[src/hdl/panel_pkg.sv]
// front panel display definitions and hex digit to segment decoding
`default_nettype none

package panel_pkg;

   typedef enum logic [1:0] {
      DIG0,   // rightmost digit, pc[3:0]
      DIG1,
      DIG2,
      DIG3    // leftmost digit, top nibble
   } digit_t;

   localparam int SCAN_CYCLES = 64;                   // clk100 cycles per digit
   localparam int SCAN_WIDTH  = $clog2(SCAN_CYCLES);

   // ----------------------------------------
   // segments g f e d c b a, active high
   // ----------------------------------------
   function automatic logic [6:0] hex_to_seg(input logic [3:0] value);
      logic [6:0] seg;
      case (value)
         4'h0:    seg = 7'h3f;
         4'h1:    seg = 7'h06;
         4'h2:    seg = 7'h5b;
         4'h3:    seg = 7'h4f;
         4'h4:    seg = 7'h66;
         4'h5:    seg = 7'h6d;
         4'h6:    seg = 7'h7d;
         4'h7:    seg = 7'h07;
         4'h8:    seg = 7'h7f;
         4'h9:    seg = 7'h6f;
         4'ha:    seg = 7'h77;
         4'hb:    seg = 7'h7c;   // lower case b
         4'hc:    seg = 7'h39;
         4'hd:    seg = 7'h5e;   // lower case d
         4'he:    seg = 7'h79;
         default: seg = 7'h71;   // F
      endcase
      return seg;
   endfunction

endpackage

`default_nettype wire

[src/hdl/board_pkg.sv]
// board clocking and reset sequencing definitions shared by the support logic
`default_nettype none

package board_pkg;

   // ----------------------------------------
   // step rate
   // ----------------------------------------
   typedef enum logic [2:0] {
      RATE_FULL,   // cpu step on every clk50 enable
      RATE_TAP0,
      RATE_TAP1,
      RATE_TAP2,
      RATE_TAP4,
      RATE_TAP5,
      RATE_TAP6,
      RATE_TAP18   // slow enough to follow on the leds
   } step_rate_t;

   localparam int SLOW_WIDTH = 23;          // free-running slow counter

   // ----------------------------------------
   // reset / boot sequencing
   // ----------------------------------------
   typedef enum logic [1:0] {
      SEQ_DCM,     // clocks settling
      SEQ_RESET,   // cpu held in reset
      SEQ_BOOT,    // single boot pulse
      SEQ_RUN
   } seq_state_t;

   localparam int DCM_RESET_CYCLES = 8;
   localparam int RESET_CYCLES     = 16;
   localparam int DEBOUNCE_CYCLES  = 16;    // stable cycles before a level is accepted
   localparam int SEQ_CNT_WIDTH    = $clog2(RESET_CYCLES);
   localparam int DEBOUNCE_WIDTH   = $clog2(DEBOUNCE_CYCLES);

endpackage

`default_nettype wire
[src/hdl/board_support_top.sv]
// board support top level: step rate, reset sequencing, pc display and leds
`default_nettype none
`timescale 1ns/1ns

module board_support_top (
   input  logic        clk100,
   input  logic        rst_n,
   input  logic [3:0]  button,
   input  logic [6:0]  rate_sw,
   input  logic [13:0] pc,
   input  logic        machrun,
   input  logic [3:0]  cpu_state,
   input  logic [3:0]  bus_state,
   input  logic [4:0]  disk_state,
   output logic        dcm_reset,
   output logic        cpu_reset,
   output logic        cpu_boot,
   output logic        cpu_halt,
   output logic        cpu_step,
   output logic        clk50_en,
   output logic [7:0]  led,
   output logic [7:0]  sevenseg,
   output logic [3:0]  sevenseg_an
);

   // ----------------------------------------
   // enables
   // ----------------------------------------
   clock_rate_gen i_clock_rate_gen (
      .clk100   (clk100),
      .rst_n    (rst_n),
      .rate_sw  (rate_sw),
      .clk50_en (clk50_en),
      .cpu_step (cpu_step)
   );

   reset_sequencer i_reset_sequencer (
      .clk100    (clk100),
      .rst_n     (rst_n),
      .button    (button),
      .dcm_reset (dcm_reset),
      .cpu_reset (cpu_reset),
      .cpu_boot  (cpu_boot),
      .cpu_halt  (cpu_halt)
   );

   // ----------------------------------------
   // front panel
   // ----------------------------------------
   pc_display i_pc_display (
      .clk100      (clk100),
      .rst_n       (rst_n),
      .pc          (pc),
      .machrun     (machrun),
      .cpu_state   (cpu_state),
      .bus_state   (bus_state),
      .sevenseg    (sevenseg),
      .sevenseg_an (sevenseg_an)
   );

   assign led[7:3] = disk_state;
   assign led[2]   = machrun;
   assign led[1]   = cpu_halt;
   assign led[0]   = cpu_reset;

endmodule

`default_nettype wire

[src/hdl/pc_display.sv]
// four digit multiplexed hex display of the program counter with status dots
`default_nettype none
`timescale 1ns/1ns

module pc_display (
   input  logic        clk100,
   input  logic        rst_n,
   input  logic [13:0] pc,
   input  logic        machrun,
   input  logic [3:0]  cpu_state,
   input  logic [3:0]  bus_state,
   output logic [7:0]  sevenseg,      // dp g f e d c b a, active low
   output logic [3:0]  sevenseg_an    // active low
);
   import panel_pkg::*;

   logic [SCAN_WIDTH-1:0] scan_cnt;
   digit_t                digit;
   logic [15:0]           pc_ext;
   logic [3:0]            nibble;
   logic [3:0]            dots;

   assign pc_ext = {2'b00, pc};                   // top digit has only two bits
   assign nibble = pc_ext[{digit, 2'b00} +: 4];
   assign dots   = machrun ? cpu_state : bus_state;

   // ----------------------------------------
   // digit scan
   // ----------------------------------------
   always_ff @(posedge clk100 or negedge rst_n) begin
      if (!rst_n) begin
         scan_cnt <= '0;
         digit    <= DIG0;
      end else begin
         scan_cnt <= scan_cnt + 1'b1;
         if (scan_cnt == SCAN_WIDTH'(SCAN_CYCLES - 1))
            digit <= digit_t'(digit + 2'd1);      // wraps DIG3 -> DIG0
      end
   end

   // anodes and segments registered together
   always_ff @(posedge clk100 or negedge rst_n) begin
      if (!rst_n) begin
         sevenseg_an <= 4'b1111;
         sevenseg    <= 8'hff;
      end else begin
         sevenseg_an <= ~(4'b0001 << digit);
         sevenseg    <= {~dots[digit], ~hex_to_seg(nibble)};
      end
   end

endmodule

`default_nettype wire

[src/hdl/reset_sequencer.sv]
// button debouncing and power-up, reset, boot and halt control for the cpu
`default_nettype none
`timescale 1ns/1ns

module reset_sequencer (
   input  logic       clk100,
   input  logic       rst_n,
   input  logic [3:0] button,     // 3 reset, 2 boot, 1 halt, 0 continue
   output logic       dcm_reset,
   output logic       cpu_reset,
   output logic       cpu_boot,
   output logic       cpu_halt
);
   import board_pkg::*;

   logic [3:0]                btn_meta;
   logic [3:0]                btn_sync;
   logic [3:0]                btn_level;   // debounced level
   logic [3:0]                press;       // one cycle per accepted press
   logic [DEBOUNCE_WIDTH-1:0] db_cnt [4];
   seq_state_t                state;
   logic [SEQ_CNT_WIDTH-1:0]  seq_cnt;

   // ----------------------------------------
   // synchroniser and debounce
   // ----------------------------------------
   always_ff @(posedge clk100 or negedge rst_n) begin
      if (!rst_n) begin
         btn_meta  <= '0;
         btn_sync  <= '0;
         btn_level <= '0;
         press     <= '0;
         for (int i = 0; i < 4; i++)
            db_cnt[i] <= '0;
      end else begin
         btn_meta <= button;
         btn_sync <= btn_meta;
         for (int i = 0; i < 4; i++) begin
            press[i] <= 1'b0;
            if (btn_sync[i] == btn_level[i]) begin
               db_cnt[i] <= '0;                  // bounce restarts the count
            end else if (db_cnt[i] == DEBOUNCE_WIDTH'(DEBOUNCE_CYCLES - 1)) begin
               db_cnt[i]    <= '0;
               btn_level[i] <= btn_sync[i];
               press[i]     <= btn_sync[i];      // rising edges only
            end else begin
               db_cnt[i] <= db_cnt[i] + 1'b1;
            end
         end
      end
   end

   // ----------------------------------------
   // sequencer
   // ----------------------------------------
   always_ff @(posedge clk100 or negedge rst_n) begin
      if (!rst_n) begin
         state   <= SEQ_DCM;
         seq_cnt <= '0;
      end else begin
         case (state)
            SEQ_DCM: begin
               if (seq_cnt == SEQ_CNT_WIDTH'(DCM_RESET_CYCLES - 1)) begin
                  state   <= SEQ_RESET;
                  seq_cnt <= '0;
               end else begin
                  seq_cnt <= seq_cnt + 1'b1;
               end
            end
            SEQ_RESET: begin
               if (seq_cnt == SEQ_CNT_WIDTH'(RESET_CYCLES - 1)) begin
                  state   <= SEQ_BOOT;
                  seq_cnt <= '0;
               end else begin
                  seq_cnt <= seq_cnt + 1'b1;
               end
            end
            SEQ_BOOT: state <= SEQ_RUN;
            default: begin
               if (press[3]) begin                // reset wins over boot
                  state   <= SEQ_RESET;
                  seq_cnt <= '0;
               end else if (press[2]) begin
                  state <= SEQ_BOOT;
               end
            end
         endcase
      end
   end

   // halt flag, any cpu reset clears it
   always_ff @(posedge clk100 or negedge rst_n) begin
      if (!rst_n)
         cpu_halt <= 1'b0;
      else if (cpu_reset || press[0])
         cpu_halt <= 1'b0;
      else if (press[1])
         cpu_halt <= 1'b1;
   end

   assign dcm_reset = (state == SEQ_DCM);
   // cpu stays in reset while the clocks settle
   assign cpu_reset = (state == SEQ_DCM) || (state == SEQ_RESET);
   assign cpu_boot  = (state == SEQ_BOOT);

endmodule

`default_nettype wire

[src/hdl/clock_rate_gen.sv]
// clk50 enable and switch selected cpu step enable from a free-running counter
`default_nettype none
`timescale 1ns/1ns

module clock_rate_gen (
   input  logic       clk100,
   input  logic       rst_n,
   input  logic [6:0] rate_sw,
   output logic       clk50_en,
   output logic       cpu_step
);
   import board_pkg::*;

   logic                  phase;
   logic [SLOW_WIDTH-1:0] slow;
   logic [SLOW_WIDTH-1:0] tap_mask;
   step_rate_t            rate_sel;
   step_rate_t            rate_q;

   // highest switch wins
   always_comb begin
      if (rate_sw[6])      rate_sel = RATE_TAP18;
      else if (rate_sw[5]) rate_sel = RATE_TAP6;
      else if (rate_sw[4]) rate_sel = RATE_TAP5;
      else if (rate_sw[3]) rate_sel = RATE_TAP4;
      else if (rate_sw[2]) rate_sel = RATE_TAP2;
      else if (rate_sw[1]) rate_sel = RATE_TAP1;
      else if (rate_sw[0]) rate_sel = RATE_TAP0;
      else                 rate_sel = RATE_FULL;
   end

   always_ff @(posedge clk100 or negedge rst_n) begin
      if (!rst_n) begin
         phase  <= 1'b0;
         slow   <= '0;
         rate_q <= RATE_FULL;
      end else begin
         phase  <= ~phase;                 // clk100 / 2
         rate_q <= rate_sel;               // switches are asynchronous
         if (phase)
            slow <= slow + 1'b1;
      end
   end

   // slow bits up to and including the tap
   always_comb begin
      case (rate_q)
         RATE_TAP0:  tap_mask = SLOW_WIDTH'(19'h00001);
         RATE_TAP1:  tap_mask = SLOW_WIDTH'(19'h00003);
         RATE_TAP2:  tap_mask = SLOW_WIDTH'(19'h00007);
         RATE_TAP4:  tap_mask = SLOW_WIDTH'(19'h0001f);
         RATE_TAP5:  tap_mask = SLOW_WIDTH'(19'h0003f);
         RATE_TAP6:  tap_mask = SLOW_WIDTH'(19'h0007f);
         RATE_TAP18: tap_mask = SLOW_WIDTH'(19'h7ffff);
         default:    tap_mask = '0;         // full rate, every clk50 enable
      endcase
   end

   assign clk50_en = phase;
   assign cpu_step = phase && ((slow & tap_mask) == tap_mask);

endmodule

`default_nettype wire

[config.mk]
export PLATFORM = sky130hd
export DESIGN_NAME = board_support_top
export DESIGN_NICKNAME = d
export VERILOG_FILES = /design/src/hdl/panel_pkg.sv /design/src/hdl/board_pkg.sv /design/src/hdl/board_support_top.sv /design/src/hdl/pc_display.sv /design/src/hdl/reset_sequencer.sv /design/src/hdl/clock_rate_gen.sv
export SDC_FILE = /design/constraint.sdc
export NUM_CORES = 1
export LEC_CHECK = 0
export BUFFER_PORTS_ARGS = -buffer_cell sky130_fd_sc_hd__buf_2
export CAP_MARGIN = 20
export CORE_MARGIN = 4
export CORE_UTILIZATION = 60
export DETAILED_ROUTE_END_ITERATION = 16
export PLACE_DENSITY = 0.85
export RECOVER_POWER = 25
export SLEW_MARGIN = 20
export SYNTH_ARGS = -nofsm -noshare
export SYNTH_HDL_FRONTEND = slang
export SYNTH_SLANG_ARGS = --single-unit
[constraint.sdc]
create_clock -name clk100 -period 5.07 [get_ports clk100]
set_input_delay 0.7605 -clock clk100 [delete_from_list [all_inputs] [get_ports clk100]]
set_output_delay 0.7605 -clock clk100 [all_outputs]
set_load 0.01 [all_outputs]
Word level (Yosys, flattened, before mapping)
Memories as Yosys holds them, arrays and structs flattened.
Index checks and enable logic that the tools add are counted.
Storage, ports and cells
  register bits: 86
  latch bits: 0
  bits in writable memories: 0
  memory bits (read-only): 112
  input bits: 41
  memories: 1
Operators by class
  $add $sub $neg: 8
  multipliers: 0
  div/mod/pow operators: 0
  order comparisons: 1
  equality and inequality tests: 23
  shift-type cells: 2
  multiplexer cells: 38
  bitwise logic cells: 10
  reductions and logical operators: 13
Memories
  (no name shown): depth 16, bits a word 7, rd ports 1, clocked after memory_dff 0, write ports 0, RTL line panel_pkg.sv:21  | case (value)
Operators with widths (count)
  19-bit one-hot mux with 7 select lines: 1
  4-bit 2-to-1 mux: 12
  23-bit by 1-bit adder with 23-bit output (second input constant): 1
  23-bit by 19-bit bitwise AND with 23-bit output: 1
  23-bit by 19-bit == test with 1-bit output: 1
  4-bit by 1-bit adder with 4-bit output (second input constant): 5
  4-bit == test (second input constant): 5
  3-bit 2-to-1 mux: 6
  16-bit by 5-bit variable part select with 4-bit output: 1
  3-bit == test (second input constant): 4
  1-bit 2-to-1 mux: 12
  4-bit one-hot mux with 3 select lines: 1
  2-bit AND reduction: 5
  2-bit 2-to-1 mux: 4
  1-bit inverter: 7
  7-bit inverter: 1
  6-bit by 1-bit adder with 6-bit output (second input constant): 1
  3-bit by 2-bit == test with 1-bit output (second input constant): 2
  6-bit == test (second input constant): 1
  2-bit one-hot mux with 3 select lines: 1
  5-bit nonzero test: 1
  1-bit == test: 4
  4-bit by 3-bit == test with 1-bit output (second input constant): 1
  2-bit by 1-bit != test with 1-bit output (second input constant): 2
  14 further kinds: 15

Depth between registers and ports, before layout
Gate-level depths: netlist of run 1.
  word-level depth: 7
  gate-level depth with buffers: 7

Modules after synthesis
Synthesis of run 1 repeated with hierarchy kept, for this count alone.
Second synthesis, totals
  cells, all modules: 328
  area, all modules: 3946.3 um^2
By module, submodules not included
  reset_sequencer: instances 1, cells an instance 128, area an instance 1634.1 um^2, seq. area each 975.9 um^2
  pc_display: instances 1, cells an instance 91, area an instance 1188.6 um^2, seq. area each 515.5 um^2
  clock_rate_gen: instances 1, cells an instance 101, area an instance 1063.5 um^2, seq. area each 575.6 um^2
  board_support_top: instances 1, cells an instance 8, area an instance 60.1 um^2, seq. area each 0.0 um^2

Worst setup path after synthesis of run 1
No wires, ideal clock.
  kind: flip-flop to output port
  start: register i_clock_rate_gen.slow[10]
  end: output port cpu_step
  arrival time: 1.299 ns
  data required time: 4.310 ns
  setup slack: 3.011 ns
  stages on the path, launching flop included: 5
  cell sequence: dfrtp_1 > nand4_1 > o311a_1 > o41ai_1 > and3_1
Between the ends
  longest elaborated chain between the ends: 3
RTL lines
  start, declared: RTL line clock_rate_gen.sv:15  | logic [SLOW_WIDTH-1:0] slow;
  start signal, assigned: RTL line clock_rate_gen.sv:41  | slow <= slow + 1'b1;
  23-bit by 19-bit bitwise AND with 23-bit output: RTL line clock_rate_gen.sv:60  | assign cpu_step = phase && ((slow & tap_mask) == tap_mask);
  23-bit by 19-bit == test with 1-bit output: RTL line clock_rate_gen.sv:60
  1-bit logical AND: RTL line clock_rate_gen.sv:60
  end, declared: RTL line board_support_top.sv:19  | output logic cpu_step,
No other way between the ends.

Final worst setup path of run 1
Ends and elaborated chain as after synthesis.

==> results of run 1 <==
[power groups by stage]
stage	logic, mW	clock network, mW	registers [mW]
after floorplan	0.185	0	0.726
after global placement	0.246	0	0.727
after detailed placement	0.261	0	0.730
after CTS	0.263	0.433	0.717
after global routing	0.300	0.461	0.722
final	0.263	0.423	0.718
[Yosys cell counts, types with 6 or more instances]
cell and number:
a21oi_1 10, nand4_1 6, nor3b_1 8, mux2i_1 10, ha_1 20, nand2_1 14, xnor2_1 24, and3_1 8
buf_4 8, inv_1 24, mux2_2 7, xor2_1 8, nand3_1 15, nor2_1 18, dfrtp_1 70, dfstp_2 12
o21ai_0 12
[worst paths after layout]
path	start	endpoint	slack, ns	cells after the start
worst max-delay path	i_clock_rate_gen.slow[10]	cpu_step	2.45	5
worst min-delay path	i_reset_sequencer.btn_meta[0]	i_reset_sequencer.btn_sync[0]	0.35	0
worst max register to register	i_pc_display.digit[0]	i_pc_display.sevenseg[3]	3.00	6
worst min register to register	i_reset_sequencer.btn_meta[0]	i_reset_sequencer.btn_sync[0]	0.35	0
max in group asynchronous	rst_n	i_pc_display.sevenseg[4]	3.34	2
min in group asynchronous	rst_n	i_reset_sequencer.btn_sync[2]	0.75	1
[sequential cells by signal (all words and copies together) (netlist names)]
register,flops
i_reset_sequencer.state,2
i_reset_sequencer.press,4
i_reset_sequencer.btn_sync,4
i_reset_sequencer.cpu_halt,1
i_pc_display.sevenseg_an,4
i_reset_sequencer.db_cnt,16
i_reset_sequencer.btn_level,4
i_reset_sequencer.btn_meta,4
i_reset_sequencer.seq_cnt,4
i_clock_rate_gen.clk50_en,1
i_pc_display.scan_cnt,6
i_clock_rate_gen.slow,19
i_pc_display.sevenseg,8
i_clock_rate_gen.rate_q,3
i_pc_display.digit,2
[critical path: stages, from the launching register on]
cell     delay [ns]
dfrtp_1        0.42
nand4_1        0.22
o311a_1        0.34
o41ai_1        0.21
and3_1         0.20
buf_2          0.13
[kinds of logic after synthesis]
| logic type | count (synthesis) | share of synthesized area |
|---|---|---|
| AO/OA/AOI/OAI | 41 | 0.0709 |
| AND/OR/NAND/NOR | 95 | 0.137 |
| buffers and inverters | 36 | 0.0486 |
| multiplexers | 22 | 0.0751 |
| flip-flops | 82 | 0.532 |
| adder cells (fa/ha/maj) | 20 | 0.0644 |
| XOR/XNOR | 32 | 0.0722 |
[final cells by class]
| cell class | instances | area [um2] |
|---|---|---|
| inverters | 24 | 90.1 |
| clock buffers | 10 | 138 |
| repair buffers | 57 | 305 |
| well taps | 77 | 96.3 |
| clock inverters | 6 | 40.0 |
| fillers | 502 | 1950 |
| multi-input cells | 210 | 1630 |
| flip-flops and latches | 82 | 2070 |
[per-stage QoR]
step	hold slack, ns	std cells	power (mW)
2_1_floorplan	0.331	328	0.911
3_3_place_gp	0.332	449	0.973
3_5_place_dp	0.335	449	0.990
4_1_cts	0.350	465	1.41
5_1_grt	0.354	466	1.48
6_report	0.350	466	1.40
[per-layer routing]
| layer | routed length, um | vias up | global-route usage | share of wire |
|---|---|---|---|---|
| li1 | - | 1243 | - | - |
| met1 | 2800 | 1248 | 0.225 | 0.42 |
| met2 | 3180 | 97 | 0.320 | 0.48 |
| met3 | 479 | 16 | 0.0438 | 0.072 |
| met4 | 162 | 0 | 0.104 | 0.024 |
| met5 | 0 | - | 0 | 0 |
==> run metrics, run 1 <==
run status=finished, final reports clean; CTS tree=yes; final layout net count=~450; setup TNS=0 ns; I/O pin total=67; initial antenna violation count=0; Area after DPL=4160 um2; largest net degree at the start of global routing=83; DP Worst Slack=between 2 and 3 ns; Finish-stage setup viols=0; sequential element share of the synthesized area=0.532; Worst Setup End Kind=output port; die extent in x=approximately 88 um; Crit Path Max Fanout=5; worst vdd ir=197 uV; Pwr Density=322 nW/um2; DR pass1 iterations=4; vias per std cell=roughly 5.6; commonest non-fill, non-tap cells in the layout=dfrtp_1, buf_2, inv_1, xnor2_1, ha_1; commonest non-fill, non-tap cell in the layout=dfrtp_1; Worst-Margin Slew=1.47 ns; DR DRC count=0; Yosys reg bits=82; switching power=0.408 mW; detailed placement HPWL=~4700 um; setup bufs post-CTS=0; Tmin final=2.62 ns; area share of the largest cell type after synthesis=0.451; core area=6310 um2; CTS resizes=0; antenna cells=0; clk buf depth=2; gr usage total=0.190; average size of a mapped cell=11.8 um2; Final Core Density=0.691; main area contributors after synthesis=dfrtp_1, dfstp_2, ha_1, xnor2_1, mux2i_1; row cnt=29; Worst Skew=0.0138 ns; arrival time worst endpoint=roughly 1.9 ns; starting density of the core=0.615; I/O Buffers=56; clock-pin slew on the worst setup and hold paths=0.08 ns; Die ar.=7820 um2; routed wire length=6610 um; H-tree Lvls=3; RePlAce Congestion=0.852; asr flop ratio synth=1.00; Tcrit/Tclk final=0.516; post-synth net total=389; Die Span Y=88.5 um; vias in the first global route=2699; Switching Fraction=0.291; clock share of power=0.301; Int Power=0.995 mW; Root Buffer=clkbuf_8; unrepaired setup endpoints after global routing=false; Mapped Area=3880 um2; number of synthesized flops with an enable pin=0; CTS Sinks=slightly above 80; post-route cell area=4360 um2; worst skew pair latency=around 0.35 ns; P_leak=2.13 nW; CTS Hold Bufs=0; sequential share of power=0.512; Via Count=2604; FMAX=382 MHz; first-pass GRT wire length=11500 um; final hold violation count=0; Hold Path Class=flop to flop; maxcap violations=0; Yosys warnings=0; CP startpoint kind=flop; Synth area leader=dfrtp_1; WL/cell=approximately 14 um; WS Path Type=flop to output port; Main synth FF type=dfrtp_1; synth unique cells=47; synthesis-to-layout area growth=12.4%; Req. time, crit path=4.31 ns; Detail Route Antenna Nets=0; Slew headroom=0.0218; CTS Buf Count=9; Slew Limit Fails=0; GRT overflow=0; setup slack after layout=roughly 2.5 ns; drt initial violations=147; share of cells above drive strength 1=0.260; Synth Instances=328; Gate power share=0.187
Power figures use the tool's default switching activity.
==> run 2: changes to the inputs <==
Settings changed: CORE_UTILIZATION 60 to 50, PLACE_DENSITY 0.85 to 0.75.
Clock period 5.07 ns to 2.2 ns, I/O delays scaled along.
==> run metrics, run 2 (same netlist as run 1, synthesis figures left out) <==
run status=finished, final reports clean; first-pass GRT wire length=11500 um (about the same); Worst path max stage delay=0.40 ns (-0.02 ns); WS Path Type=flop to output port; H-tree Lvls=3 (unchanged); drt initial violations=112 (-24%); row cnt=31 (+6.9%); dpl cells=475 (+5.8%); Via Count=2591 (-0.50%); Worst Skew=0.0135 ns (-0.000265 ns); starting density of the core=0.524 (-0.0909); critical path's slowest cell=dfrtp_1; clock-pin slew on the worst setup and hold paths=0.09 ns (about the same); largest net degree at the start of global routing=47 (-43%); synthesis-to-layout area growth=15.7%; Final Core Density=0.607 (-0.0846); RePlAce Congestion=0.869 (+2.0%); Finish-stage setup viols=0 (unchanged); Hold Path Class=input pin to flop; setup TNS=0 ns (unchanged); arrival time worst endpoint=1.75 ns (-0.11 ns); antenna cells=0 (unchanged); vias in the first global route=2582 (-4.3%); DR pass1 iterations=4 (unchanged); routed wire length=6570 um (-0.67%); I/O Buffers=56 (unchanged); non-filler cells, final=498 (+6.9%); commonest non-fill, non-tap cells in the layout=dfrtp_1, buf_2, inv_1, xnor2_1, ha_1; max reg flops=19 (unchanged); CP startpoint kind=flop; delay-heaviest family, CP=compound AO/OA/AOI/OAI gates; P_leak=2.18 nW (+2.6%); Req. time, crit path=1.87 ns (-2.44 ns); detailed placement HPWL=4790 um (+2.5%); CTS Buf Count=9 (unchanged); DP Worst Slack=0.297 ns (-2.53 ns); Die Span Y=96.1 um (+8.7%); Fillers=610 (+22%); unrepaired setup endpoints after global routing=true; vias per std cell=5.20 (-6.9%); gr usage total=0.160 (-0.0302); Worst Setup End Kind=output port; WL/cell=13.2 um (-7.0%); Critical path buffers and inverters=1 (unchanged); FMAX=481 MHz; Largest regs=i_clock_rate_gen.slow: 19 flops, i_reset_sequencer.db_cnt: 16 flops, i_pc_display.sevenseg: 8 flops; Tmin final=2.08 ns; Crit Path Max Fanout=4 (-1); Slew Limit Fails=0 (unchanged); CP Cell Sequence=nand4_1 > o311a_1 > o41ai_2 > and3_1 > buf_2; maxcap violations=0 (unchanged); setup slack after layout=0.122 ns (-2.33 ns); Pwr Density=747 nW/um2 (+130%); final hold violation count=0 (unchanged); Die ar.=9240 um2 (+18%); final hold slack=0.0843 ns (-0.265 ns); CTS Sinks=82 (unchanged); GRT overflow=0 (unchanged); final layout net count=455 (+2.2%); commonest non-fill, non-tap cell in the layout=dfrtp_1; initial antenna violation count=0 (unchanged); Slew headroom=0.254 (+0.232); core area=7410 um2 (+17%); Detail Route Antenna Nets=0 (unchanged); die extent in x=96.1 um (+8.7%); CTS tree=yes; I/O pin total=67 (unchanged); Worst-Margin Slew=1.12 ns (-0.348 ns); worst skew pair latency=0.34 ns (about the same); Root Buffer=clkbuf_8; share of cells above drive strength 1=0.273 (+0.0135); DR DRC count=0 (unchanged); clk buf depth=2 (unchanged); Tcrit/Tclk final=0.945; Biggest register=i_clock_rate_gen.slow; worst vdd ir=445 uV (+130%)
[run 2: cell count changes in the layout (fill, tap and decap cells not counted), sizes merged]
| cell | previous run | this run |
|---|---|---|
| clkinv | 4 | 1 |
| bufinv | 0 | 1 |
| clkbuf | 12 | 15 |
| clkinvlp | 1 | 2 |
| dlygate4sd3 | 0 | 1 |
| buf | 55 | 62 |
[run 2: per-stage QoR]
| step | cell area [um2] | power, mW |
|---|---|---|
| floorplan | 3880 | 2.10 |
| finish | 4490 | 3.36 |
| global placement | 4230 | 2.26 |
| CTS | 4460 | 3.40 |
| global route | 4490 | 3.56 |
| detailed placement | 4230 | 2.29 |
[run 2: per-layer routing]
metal  part of all wire  GRT usage
met1               0.46      0.217
met2               0.47      0.242
met3              0.049     0.0297
met4              0.019     0.0865
met5                  0          0
[run 2: power by group]
part / switching (mW) / total, mW / internal [mW] / leakage, nW
logic: 0.337 / 0.605 / 0.269 / 1.06
clock network: 0.536 / 1.10 / 0.562 / 0.0962
registers: 0.0624 / 1.65 / 1.59 / 1.03
[run 2: what timing repair did]
action                                  CTS  global route
endpoints found under the hold margin    14             0
endpoints found under the setup margin    1             1
hold buffers                              1             0
gates resized for setup                   0             1
pin swaps                                 1             0
buffers inserted                          2             4
[run 2: worst paths after layout]
check | startpoint | end | slack [ns] | depth (start not counted)
worst max-delay path | i_clock_rate_gen.slow[15] | cpu_step | 0.12 | 5
worst min-delay path | button[1] | i_reset_sequencer.btn_meta[1] | 0.08 | 1
worst max register to register | i_pc_display.digit[1] | i_pc_display.sevenseg[3] | 0.38 | 6
worst min register to register | i_reset_sequencer.btn_meta[3] | i_reset_sequencer.btn_sync[3] | 0.35 | 0
max in group asynchronous | rst_n | i_clock_rate_gen.slow[13] | 0.65 | 3
min in group asynchronous | rst_n | i_reset_sequencer.db_cnt[11] | 0.72 | 2
[run 2: layout make-up]
type	count	area, um2	share of cell area
Multi-Input combinational cell	210	1640	0.364
Tap cell	99	124	0.0276
Timing Repair Buffer	67	374	0.0832
Clock buffer	11	141	0.0315
Sequential cell	82	2070	0.460
Clock inverter	5	62.6	0.0139
Inverter	24	90.1	0.0200
